File: config.mk
export PLATFORM = sky130hd
export DESIGN_NAME = tcp_tx_ctl
export DESIGN_NICKNAME = d
export VERILOG_FILES = /design/src/hw/tcp_tx_cfg_pkg.sv /design/src/hw/tcp_seq_pkg.sv /design/src/hw/tcp_tx_ctl.sv /design/src/hw/tcp_tx_stream.sv /design/src/hw/tcp_rtx_scan.sv /design/src/hw/tcp_pkt_table.sv /design/src/hw/tcp_pkt_builder.sv /design/src/hw/tcp_tx_buf.sv
export SDC_FILE = /design/constraint.sdc
export NUM_CORES = 2
export LEC_CHECK = 0
export BUFFER_PORTS_ARGS = -buffer_cell sky130_fd_sc_hd__buf_2
export CAP_MARGIN = 20
export CORE_MARGIN = 3
export CORE_UTILIZATION = 48
export CTS_BUF_LIST = sky130_fd_sc_hd__clkbuf_8
export DETAILED_ROUTE_END_ITERATION = 10
export SLEW_MARGIN = 40
export SYNTH_ARGS = -nofsm -noshare
export SYNTH_HDL_FRONTEND = slang
export SYNTH_SLANG_ARGS = --single-unit
File: constraint.sdc
create_clock -name clk -period 8.17 [get_ports clk]
set_clock_uncertainty 0.05 [all_clocks]
set_input_delay 0.4085 -clock clk [delete_from_list [all_inputs] [get_ports clk]]
set_output_delay 0.4085 -clock clk [all_outputs]
set_load 0.005 [all_outputs]
File: src/hw/tcp_tx_cfg_pkg.sv
package tcp_tx_cfg_pkg;

  //////////////////////////////
  // storage geometry
  //////////////////////////////

  localparam int BUF_AW    = 8;           // byte ring address bits
  localparam int BUF_DEPTH = 1 << BUF_AW; // bytes in ring
  localparam int TBL_AW    = 2;           // packet table address bits
  localparam int TBL_DEPTH = 1 << TBL_AW; // 4 segments in flight

  //////////////////////////////
  // segmentation and timers
  //////////////////////////////

  localparam int MAX_PLD    = 16; // payload bytes per segment
  localparam int WAIT_TICKS = 8;  // idle cycles that close an open segment

  // timer counts scanner visits of one entry, not clock cycles
  localparam int RTO_SCANS = 40;
  localparam int RTX_TRIES = 3; // sends before the connection is dropped

endpackage

File: src/hw/tcp_seq_pkg.sv
package tcp_seq_pkg;

  //////////////////////////////
  // sequence space
  //////////////////////////////

  typedef logic [31:0] seq_t; // wraps, order by sign of a - b
  typedef logic [15:0] len_t; // payload bytes
  typedef logic [31:0] cks_t; // unfolded sum of big-endian 16-bit words

  //////////////////////////////
  // packet table record
  //////////////////////////////

  // one segment held for (re)transmission
  typedef struct packed {
    logic        exists; // slot holds a live segment
    seq_t        start;  // seq of first byte
    seq_t        stop;   // seq after last byte, i.e. the ack that frees it
    len_t        len;    // stop - start
    cks_t        cks;    // odd tail byte padded with zero low byte
    logic [2:0]  tries;  // transmissions so far
    logic [15:0] rto;    // scanner visits since last send
  } pkt_entry_t;

endpackage
File: src/hw/tcp_tx_ctl.sv
module tcp_tx_ctl (
  input  logic              clk,
  input  logic              rst_n,
  input  logic              init,
  input  tcp_seq_pkg::seq_t init_seq,
  input  logic              connected,
  input  logic              in_val,
  input  logic [7:0]        in_dat,
  input  logic              in_snd,
  input  tcp_seq_pkg::seq_t rem_ack,
  input  logic              req,
  input  logic              sent,
  output logic              cts,
  output tcp_seq_pkg::seq_t loc_seq,
  output logic              send,
  output tcp_seq_pkg::seq_t pld_start,
  output tcp_seq_pkg::seq_t pld_stop,
  output tcp_seq_pkg::len_t pld_len,
  output tcp_seq_pkg::cks_t pld_cks,
  output logic              strm_val,
  output logic              strm_sof,
  output logic              strm_eof,
  output logic [7:0]        strm_dat,
  output logic              force_dcn
);

  logic                              full, tbl_full, add_busy;
  logic                              tbl_wr, b_wr;
  logic [tcp_tx_cfg_pkg::TBL_AW-1:0] tbl_addr, b_addr;
  tcp_seq_pkg::pkt_entry_t           tbl_entry, b_dat, b_q;
  tcp_seq_pkg::seq_t                 free_ack, tx_start_seq, tx_stop;
  tcp_seq_pkg::len_t                 tx_len;
  tcp_seq_pkg::cks_t                 tx_cks;
  logic                              tx_start, tx_idle;
  logic [tcp_tx_cfg_pkg::BUF_AW-1:0] rd_addr;
  logic [7:0]                        rd_dat;

  //////////////////////////////
  // user side
  //////////////////////////////

  tcp_tx_buf i_buf (
    .clk, .rst_n, .init,
    .wr (in_val), .wr_dat (in_dat), .wr_seq (loc_seq), .free_ack,
    .rd_addr, .rd_dat, .full
  );

  tcp_pkt_builder i_bld (
    .clk, .rst_n, .init, .init_seq, .in_val, .in_dat, .in_snd,
    .full, .tbl_full, .connected, .cts, .loc_seq, .add_busy,
    .tbl_wr, .tbl_addr, .tbl_entry
  );

  tcp_pkt_table i_tbl (
    .clk, .a_wr (tbl_wr), .a_addr (tbl_addr), .a_dat (tbl_entry),
    .b_wr, .b_addr, .b_dat, .b_q
  );

  //////////////////////////////
  // engine side
  //////////////////////////////

  tcp_rtx_scan i_scan (
    .clk, .rst_n, .init, .add_busy, .tbl_wr_a (tbl_wr), .rem_ack, .tx_idle,
    .b_wr, .b_addr, .b_dat, .b_q, .tbl_full, .free_ack,
    .tx_start, .tx_start_seq, .tx_stop, .tx_len, .tx_cks, .force_dcn
  );

  tcp_tx_stream i_strm (
    .clk, .rst_n, .init, .init_seq,
    .tx_start, .tx_start_seq, .tx_stop, .tx_len, .tx_cks,
    .req, .sent, .tx_idle, .send, .pld_start, .pld_stop, .pld_len, .pld_cks,
    .rd_addr, .rd_dat, .strm_val, .strm_sof, .strm_eof, .strm_dat
  );

endmodule

File: src/hw/tcp_tx_stream.sv
module tcp_tx_stream (
  input  logic                              clk,
  input  logic                              rst_n,
  input  logic                              init,
  input  tcp_seq_pkg::seq_t                 init_seq,
  input  logic                              tx_start,
  input  tcp_seq_pkg::seq_t                 tx_start_seq,
  input  tcp_seq_pkg::seq_t                 tx_stop,
  input  tcp_seq_pkg::len_t                 tx_len,
  input  tcp_seq_pkg::cks_t                 tx_cks,
  input  logic                              req,
  input  logic                              sent,
  output logic                              tx_idle,
  output logic                              send,
  output tcp_seq_pkg::seq_t                 pld_start,
  output tcp_seq_pkg::seq_t                 pld_stop,
  output tcp_seq_pkg::len_t                 pld_len,
  output tcp_seq_pkg::cks_t                 pld_cks,
  output logic [tcp_tx_cfg_pkg::BUF_AW-1:0] rd_addr,
  input  logic [7:0]                        rd_dat,
  output logic                              strm_val,
  output logic                              strm_sof,
  output logic                              strm_eof,
  output logic [7:0]                        strm_dat
);

  typedef enum logic [1:0] {st_idle, st_wait, st_on} st_t;

  st_t               st;
  tcp_seq_pkg::len_t cnt; // index of byte now on strm_dat, from 1

  assign tx_idle  = (st == st_idle);
  assign strm_dat = rd_dat; // buffer read lags address by one cycle

  // payload info held for the engine until the next start
  always_ff @(posedge clk) begin
    if (tx_start) begin
      pld_start <= tx_start_seq;
      pld_stop  <= tx_stop;
      pld_len   <= tx_len;
      pld_cks   <= tx_cks;
    end
  end

  //////////////////////////////
  // engine handshake
  //////////////////////////////

  always_ff @(posedge clk or negedge rst_n) begin
    if (!rst_n) begin
      st       <= st_idle;
      send     <= 1'b0;
      strm_val <= 1'b0;
      strm_sof <= 1'b0;
      strm_eof <= 1'b0;
      cnt      <= '0;
      rd_addr  <= '0;
    end else if (init) begin
      st       <= st_idle;
      send     <= 1'b0;
      strm_val <= 1'b0;
      strm_sof <= 1'b0;
      strm_eof <= 1'b0;
      cnt      <= '0;
      rd_addr  <= init_seq[tcp_tx_cfg_pkg::BUF_AW-1:0];
    end else begin
      case (st)
        st_idle: if (tx_start) begin
          rd_addr <= tx_start_seq[tcp_tx_cfg_pkg::BUF_AW-1:0]; // prefetch first byte
          send    <= 1'b1;
          st      <= st_wait;
        end
        st_wait: if (req) begin
          send     <= 1'b0;
          strm_val <= 1'b1;
          strm_sof <= 1'b1;
          strm_eof <= (pld_len == 1); // single byte segment
          cnt      <= 16'd1;
          rd_addr  <= rd_addr + 1'b1;
          st       <= st_on;
        end
        st_on: begin
          strm_sof <= 1'b0;
          if (strm_eof) begin
            strm_val <= 1'b0; // stream done, wait for sent
            strm_eof <= 1'b0;
          end else if (strm_val) begin
            cnt      <= cnt + 1'b1;
            rd_addr  <= rd_addr + 1'b1;
            strm_eof <= (cnt + 1'b1 == pld_len);
          end
          if (sent) st <= st_idle; // engine finished the frame
        end
        default: st <= st_idle;
      endcase
    end
  end

  a_flags_need_val: assert property (
    @(posedge clk) disable iff (!rst_n) (strm_sof || strm_eof) |-> strm_val
  );

endmodule

File: src/hw/tcp_rtx_scan.sv
module tcp_rtx_scan (
  input  logic                              clk,
  input  logic                              rst_n,
  input  logic                              init,
  input  logic                              add_busy,
  input  logic                              tbl_wr_a,
  input  tcp_seq_pkg::seq_t                 rem_ack,
  input  logic                              tx_idle,
  output logic                              b_wr,
  output logic [tcp_tx_cfg_pkg::TBL_AW-1:0] b_addr,
  output tcp_seq_pkg::pkt_entry_t           b_dat,
  input  tcp_seq_pkg::pkt_entry_t           b_q,
  output logic                              tbl_full,
  output tcp_seq_pkg::seq_t                 free_ack,
  output logic                              tx_start,
  output tcp_seq_pkg::seq_t                 tx_start_seq,
  output tcp_seq_pkg::seq_t                 tx_stop,
  output tcp_seq_pkg::len_t                 tx_len,
  output tcp_seq_pkg::cks_t                 tx_cks,
  output logic                              force_dcn
);

  typedef enum logic [2:0] {
    st_latch, st_cmp, st_choose, st_upd, st_wr, st_adv, st_read
  } st_t;

  st_t                               st;
  logic [tcp_tx_cfg_pkg::TBL_AW:0]   add_ptr, rem_ptr, used_cnt; // extra bit tells full
  logic [tcp_tx_cfg_pkg::TBL_AW-1:0] vis_ptr;  // entry being visited
  logic [tcp_tx_cfg_pkg::TBL_AW-1:0] next_ptr; // next entry for first send
  tcp_seq_pkg::pkt_entry_t           ent;      // working copy of visited entry
  tcp_seq_pkg::seq_t                 ack_dif;
  logic live, acked, rto_hit, in_order; // per visit decisions
  logic free, tx;

  assign used_cnt = add_ptr - rem_ptr;
  assign tbl_full = int'(used_cnt) + int'(tbl_wr_a) >= tcp_tx_cfg_pkg::TBL_DEPTH;
  assign b_addr   = vis_ptr;
  assign b_dat    = ent;
  assign tx_start_seq = ent.start; // stable through tx_start
  assign tx_stop      = ent.stop;
  assign tx_len       = ent.len;
  assign tx_cks       = ent.cks;

  //////////////////////////////
  // per visit datapath
  //////////////////////////////

  always_ff @(posedge clk) begin
    case (st)
      // slot in the live window, judged before any write at this edge
      st_read:  live <= {1'b0, vis_ptr - rem_ptr[tcp_tx_cfg_pkg::TBL_AW-1:0]} < used_cnt;
      st_latch: begin
        ent     <= b_q;
        ack_dif <= rem_ack - b_q.stop; // sign set while still unacked
      end
      st_cmp: begin
        live     <= live && ent.exists;
        acked    <= !ack_dif[31];
        rto_hit  <= ent.rto >= tcp_tx_cfg_pkg::RTO_SCANS;
        in_order <= (ent.tries != 0) || (vis_ptr == next_ptr); // first sends in order
      end
      st_upd: begin
        if (!add_busy) begin
          if (free) begin
            ent.exists <= 1'b0;
          end else if (tx) begin
            ent.tries <= ent.tries + 1'b1;
            ent.rto   <= '0; // timer restarts on each send
          end else if (!rto_hit) begin
            ent.rto <= ent.rto + 1'b1;
          end
        end
      end
      default: ;
    endcase
  end

  //////////////////////////////
  // scan fsm
  //////////////////////////////

  always_ff @(posedge clk or negedge rst_n) begin
    if (!rst_n) begin
      st        <= st_read;
      add_ptr   <= '0;
      rem_ptr   <= '0;
      vis_ptr   <= '0;
      next_ptr  <= '0;
      b_wr      <= 1'b0;
      tx_start  <= 1'b0;
      free      <= 1'b0;
      tx        <= 1'b0;
      force_dcn <= 1'b0;
      free_ack  <= '0;
    end else if (init) begin
      st        <= st_read;
      add_ptr   <= '0;
      rem_ptr   <= '0;
      vis_ptr   <= '0;
      next_ptr  <= '0;
      b_wr      <= 1'b0;
      tx_start  <= 1'b0;
      free      <= 1'b0;
      tx        <= 1'b0;
      force_dcn <= 1'b0;
      free_ack  <= rem_ack; // nothing owed yet
    end else begin
      if (tbl_wr_a) add_ptr <= add_ptr + 1'b1;
      case (st)
        st_read:   st <= st_latch;
        st_latch:  st <= st_cmp;
        st_cmp:    st <= st_choose;
        st_choose: begin
          // only the oldest entry may release buffer space
          free <= live && acked && (vis_ptr == rem_ptr[tcp_tx_cfg_pkg::TBL_AW-1:0]);
          tx   <= live && !acked && rto_hit && in_order && tx_idle &&
                  (ent.tries < tcp_tx_cfg_pkg::RTX_TRIES);
          if (live && !acked && rto_hit && ent.tries >= tcp_tx_cfg_pkg::RTX_TRIES) begin
            force_dcn <= 1'b1; // sticky until init
          end
          st <= st_upd;
        end
        st_upd: begin
          if (!add_busy) begin // builder owns the next cycle
            b_wr     <= live;
            tx_start <= tx;
            if (free) begin
              rem_ptr  <= rem_ptr + 1'b1;
              free_ack <= ent.stop;
            end
            if (tx && ent.tries == 0) next_ptr <= vis_ptr + 1'b1;
            st <= st_wr;
          end
        end
        st_wr: begin
          b_wr     <= 1'b0;
          tx_start <= 1'b0;
          st       <= st_adv;
        end
        st_adv: begin
          vis_ptr <= vis_ptr + 1'b1;
          st      <= st_read;
        end
        default: st <= st_read;
      endcase
    end
  end

endmodule

File: src/hw/tcp_pkt_table.sv
module tcp_pkt_table (
  input  logic                              clk,
  input  logic                              a_wr,
  input  logic [tcp_tx_cfg_pkg::TBL_AW-1:0] a_addr,
  input  tcp_seq_pkg::pkt_entry_t           a_dat,
  input  logic                              b_wr,
  input  logic [tcp_tx_cfg_pkg::TBL_AW-1:0] b_addr,
  input  tcp_seq_pkg::pkt_entry_t           b_dat,
  output tcp_seq_pkg::pkt_entry_t           b_q
);

  tcp_seq_pkg::pkt_entry_t mem [tcp_tx_cfg_pkg::TBL_DEPTH];

  //////////////////////////////
  // true dual port
  //////////////////////////////

  // a: builder adds new entries
  // b: scanner reads, updates and frees
  always_ff @(posedge clk) begin
    if (a_wr) mem[a_addr] <= a_dat;
    if (b_wr) mem[b_addr] <= b_dat;
    b_q <= mem[b_addr]; // read first, old contents on a write
  end

  // builder only fills empty slots and scanner only writes back live ones
  a_no_same_addr: assert property (
    @(posedge clk) !(a_wr && b_wr && (a_addr == b_addr))
  );

endmodule

File: src/hw/tcp_pkt_builder.sv
module tcp_pkt_builder (
  input  logic                              clk,
  input  logic                              rst_n,
  input  logic                              init,
  input  tcp_seq_pkg::seq_t                 init_seq,
  input  logic                              in_val,
  input  logic [7:0]                        in_dat,
  input  logic                              in_snd,
  input  logic                              full,
  input  logic                              tbl_full,
  input  logic                              connected,
  output logic                              cts,
  output tcp_seq_pkg::seq_t                 loc_seq,
  output logic                              add_busy,
  output logic                              tbl_wr,
  output logic [tcp_tx_cfg_pkg::TBL_AW-1:0] tbl_addr,
  output tcp_seq_pkg::pkt_entry_t           tbl_entry
);

  logic                pend;      // segment open
  logic                snd_q;     // send strobe parked until the table has room
  tcp_seq_pkg::len_t   ctr;       // bytes already in open segment
  tcp_seq_pkg::len_t   n;         // bytes counting this cycle's byte
  logic [$clog2(tcp_tx_cfg_pkg::WAIT_TICKS+1)-1:0] idle;
  tcp_seq_pkg::seq_t   start;
  tcp_seq_pkg::seq_t   seg_start;
  tcp_seq_pkg::cks_t   cks;       // sum of complete words
  tcp_seq_pkg::cks_t   cks_n;
  tcp_seq_pkg::cks_t   close_cks;
  logic [7:0]          hi;        // high byte waiting for its partner
  logic [7:0]          hi_n;
  logic                idle_hit;
  logic                close;

  assign cts      = connected && !tbl_full && !full;
  assign add_busy = close; // entry write follows next cycle

  assign n         = ctr + tcp_seq_pkg::len_t'(in_val);
  assign seg_start = pend ? start : loc_seq; // first byte may arrive right now
  assign hi_n      = (in_val && !ctr[0]) ? in_dat : hi;
  assign cks_n     = (pend ? cks : '0) + ((in_val && ctr[0]) ? {16'h0, hi, in_dat} : '0);
  assign close_cks = n[0] ? cks_n + {16'h0, hi_n, 8'h00} : cks_n; // pad odd tail

  //////////////////////////////
  // close conditions
  //////////////////////////////

  assign idle_hit = pend && !in_val && (idle >= tcp_tx_cfg_pkg::WAIT_TICKS - 1);
  assign close = (pend || in_val) && !tbl_full &&
                 ((n == tcp_tx_cfg_pkg::MAX_PLD) || in_snd || snd_q || full || idle_hit);

  always_ff @(posedge clk or negedge rst_n) begin
    if (!rst_n) begin
      loc_seq  <= '0;
      pend     <= 1'b0;
      snd_q    <= 1'b0;
      ctr      <= '0;
      idle     <= '0;
      tbl_wr   <= 1'b0;
      tbl_addr <= '0;
    end else if (init) begin
      loc_seq  <= init_seq; // connection starts here
      pend     <= 1'b0;
      snd_q    <= 1'b0;
      ctr      <= '0;
      idle     <= '0;
      tbl_wr   <= 1'b0;
      tbl_addr <= '0;
    end else begin
      if (in_val) loc_seq <= loc_seq + 1'b1;
      tbl_wr <= close; // entry lands one cycle after close
      if (tbl_wr) tbl_addr <= tbl_addr + 1'b1;
      if (close) begin
        pend  <= 1'b0;
        snd_q <= 1'b0;
        ctr   <= '0;
        idle  <= '0;
      end else begin
        if (in_val) begin
          pend <= 1'b1;
          ctr  <= n;
          idle <= '0; // any byte restarts the idle count
        end else if (pend && idle != tcp_tx_cfg_pkg::WAIT_TICKS) begin
          idle <= idle + 1'b1; // saturates while the table is full
        end
        if (in_snd && (pend || in_val)) snd_q <= 1'b1;
      end
    end
  end

  // running sum and entry record
  always_ff @(posedge clk) begin
    if (!pend) start <= loc_seq;
    cks <= cks_n;
    hi  <= hi_n;
    if (close) begin
      tbl_entry <= '{exists: 1'b1, start: seg_start, stop: loc_seq + in_val, len: n,
                     cks: close_cks, tries: '0, rto: 16'(tcp_tx_cfg_pkg::RTO_SCANS)};
    end
  end

endmodule

File: src/hw/tcp_tx_buf.sv
module tcp_tx_buf (
  input  logic                              clk,
  input  logic                              rst_n,
  input  logic                              init,
  input  logic                              wr,
  input  logic [7:0]                        wr_dat,
  input  tcp_seq_pkg::seq_t                 wr_seq,
  input  tcp_seq_pkg::seq_t                 free_ack,
  input  logic [tcp_tx_cfg_pkg::BUF_AW-1:0] rd_addr,
  output logic [7:0]                        rd_dat,
  output logic                              full
);

  logic [7:0]        mem [tcp_tx_cfg_pkg::BUF_DEPTH];
  tcp_seq_pkg::seq_t used_nxt; // bytes held once this cycle's write lands

  // everything from the last freed ack up to the write seq is still owed
  assign used_nxt = wr_seq + tcp_seq_pkg::seq_t'(wr) - free_ack;

  // ring addressed by low seq bits
  always_ff @(posedge clk) begin
    if (wr) mem[wr_seq[tcp_tx_cfg_pkg::BUF_AW-1:0]] <= wr_dat;
    rd_dat <= mem[rd_addr]; // one cycle read latency
  end

  always_ff @(posedge clk or negedge rst_n) begin
    if (!rst_n) begin
      full <= 1'b0;
    end else if (init) begin
      full <= 1'b0; // new connection, ring empty
    end else begin
      full <= used_nxt >= tcp_tx_cfg_pkg::BUF_DEPTH;
    end
  end

  // cts must have held the user off, else unacked bytes get overwritten
  a_no_wr_full: assert property (
    @(posedge clk) disable iff (!rst_n || init) full |-> !wr
  );

endmodule

==> results.ini <==
[run_status]
status=finished clean

[route]
drtIter0Drc=6749
vias_per_cell=5.82
route.final.wire_length_microns=334000
drc=0
drt_pre_antenna_iters=5
vias=68300
wl_per_cell_microns=28.5
antenna_left=0

[floorplanning]
fp.dieW_microns=532
fp.dieArea_sq_mm=0.283
core-area_sq_mm=0.274
rows=192
fp.dieH_microns=532
ioPinCount=238
start_util_pct=48.4

[synthesis]
syn_avg_cell_area_sq_um=19.2
ys_seq_area_share_pct=72.2
yosys.area.top_type=edfxtp_1
syn-num-nets=7108
netlist_area_sq_mm=0.133
synthTopCellsByArea=edfxtp_1 66%, mux4_2 14%, mux2_2 4.2%, dfxtp_1 3.2%, dfrtp_1 2.6%
yosys_warnings=0
ys_types=78
synth-edff-count=2937
ys_async_sr_fraction_pct=4.20
synth-main-ff-cell=edfxtp_1
syn_inst=6904
synth_top_area_share_pct=66.4
ys_ff_latch=3287

[timing]
setup_ws_ps=2440
worstMarginPinSlew_ps=878
hold_viol=0
finalMaxSlewViolations=0
post-route-min-period_ps=5730
fin_crit_sh_pct=70.2
tns_ps=0
max_clock_freq_mhz=174
rsz0062_at_grt=false
hold_ws_ps=155
slew-limit-headroom_pct=41.0
setup_viol=0

[grt]
grt_max_degree=131
grt_pass1_wl_microns=491000
grt_pass1_vias=71000
grtUsageTotal_pct=23.5
antenna_found_initial=22
gr-total-overflow=0

[worst_setup_path]
worst_ep_arrival_time_ps=6650
slowest_delay_ps=690
critPathKind=reg2reg
crit_family=simple AND/OR/NAND/NOR gates
critPathBufInv=0
cp_slowest_cell=dfrtp_1
crit_path_end_kind=register
cp.required_ps=9080
path_max_fanout=16
worstPathCellList=nand4_1 > nor2_1 > and4_1 > nand2_1 > nor2_1 > nand2_1 > xnor2_1 > ha_1 > a21oi_1 > o21ai_0 > a21oi_1 > o22ai_1 > nor4_1 > nand3_1 > or4_1 > a2111oi_0 > a41oi_1
critPathLaunchType=register
r2r_setup_slack_ps=2440

[cts]
cts_buffers=556
cts_setup_buffers=0
htreeDepth=6
clock_insertion_delay_worst_skew_ps=1140
cts_buffer_depth=4
cts_sinks=3287
root_buffer=clkbuf_8
clkSlewWorstSetupHoldPaths_ps=60
cts_tree=done

[hold_path]
min_path_type=in2reg

[run]
maxCapViolCount=0

[placement]
place_hpwl_microns=198000
gp_congestion=0.840
pre_cts_slack_ps=2330
port_buffers=237

[final_layout]
layout_commonest_cell=edfxtp_1
fillers=21300
nets=7802
drive_gt1_share_pct=31.2
area_delta_synth_final_pct=13.6
layout_common_cells=2937 x edfxtp_1, 812 x mux4_2, 608 x clkbuf_8

[power_and_ir_drop]
powerDensity_mw_per_mm2=280
ir_drop_mv=0.247
leakage_nw=50.7

==> routing by layer <==
metal,part of all wire [%],GRT usage [%]
met1,41,32.8
met2,48,37.9
met3,7.0,4.50
met4,3.0,6.85
met5,0,0
==> repair_timing <==
action,in CTS,in global routing
hold endpoints to repair,804,0
resized for setup,0,0
hold buffers,165,0
==> power by group <==
part	switching, mW	internal [mW]
sequential	0.463	18.8
combinational	4.95	4.36
clock	6.64	7.11
total	12.0	30.2
==> registers in the layout, summed over array words and instances, names as in the netlist, 112 cells and up <==
register	cells
i_bld.tbl_entry	112
i_buf.mem	2048
i_tbl.b_q	132
i_tbl.mem	528
==> cell families after synthesis <==
group                      share of synthesized area, %
buffers and inverters                              1.51
xor gates and xnor gates                           1.24
muxes                                              18.3
adders and majority gates                          1.19
and+or+nand+nor                                    3.67
DFF                                                72.2
AOI/OAI and AO/OA                                  1.85
==> area by class of cell <==
type	instances	area, sq um	share of cell area, %
flip-flops and latches	3287	95900	63.6
multi-input cells	3121	35300	23.4
clock buffers	600	8260	5.47
well taps	3686	4610	3.06
repair buffers	510	4200	2.78
clock inverters	395	2070	1.37
inverters	122	473	0.313
diodes	9	22.5	0.0149
==> Yosys cell counts (all sizes together) (102+ instances only) <==
master,n
buf,127
clkbuf,247
dfrtp,136
dfxtp,212
edfxtp,2937
ha,120
inv,121
mux2,496
mux4,812
nand2,248
nor2,410
o21ai,176
xnor2,102
==> worst reg2reg max path, delay by kind of cell (launching register included) <==
| kind | cells | cell delay [ps] |
|---|---|---|
| AO/OA/AOI/OAI | 6 | 1470 |
| XOR/XNOR | 1 | 180 |
| adder cells (fa/ha/maj) | 1 | 410 |
| flip-flops | 1 | 690 |
| AND/OR/NAND/NOR | 9 | 2780 |
==> per-stage QoR <==
stage	std cells	total power [mW]	instance area (sq um)	util (%)
finish	11700	42.3	151000	55.0
global route	11700	43.9	151000	55.0
CTS	11700	42.7	151000	54.9
detailed placement	10600	28.9	139000	50.5
global placement	10600	28.8	138000	50.4
floorplan	6904	25.4	133000	-
==> worst paths after layout <==
path                             startpoint                 endpoint  cells past startpoint
setup / recovery           i_bld.loc_seq[3]               i_buf.full                     17
hold / removal                   rem_ack[5]       i_scan.free_ack[5]                      4
setup reg to reg           i_bld.loc_seq[3]               i_buf.full                     17
hold reg to reg              i_tbl.b_q[124]  i_scan.tx_start_seq[25]                      0
max in group asynchronous             rst_n               i_bld.pend                      4
min in group asynchronous             rst_n      i_scan.free_ack[24]                      4
No activity file was read; power rests on OpenSTA's default activity.
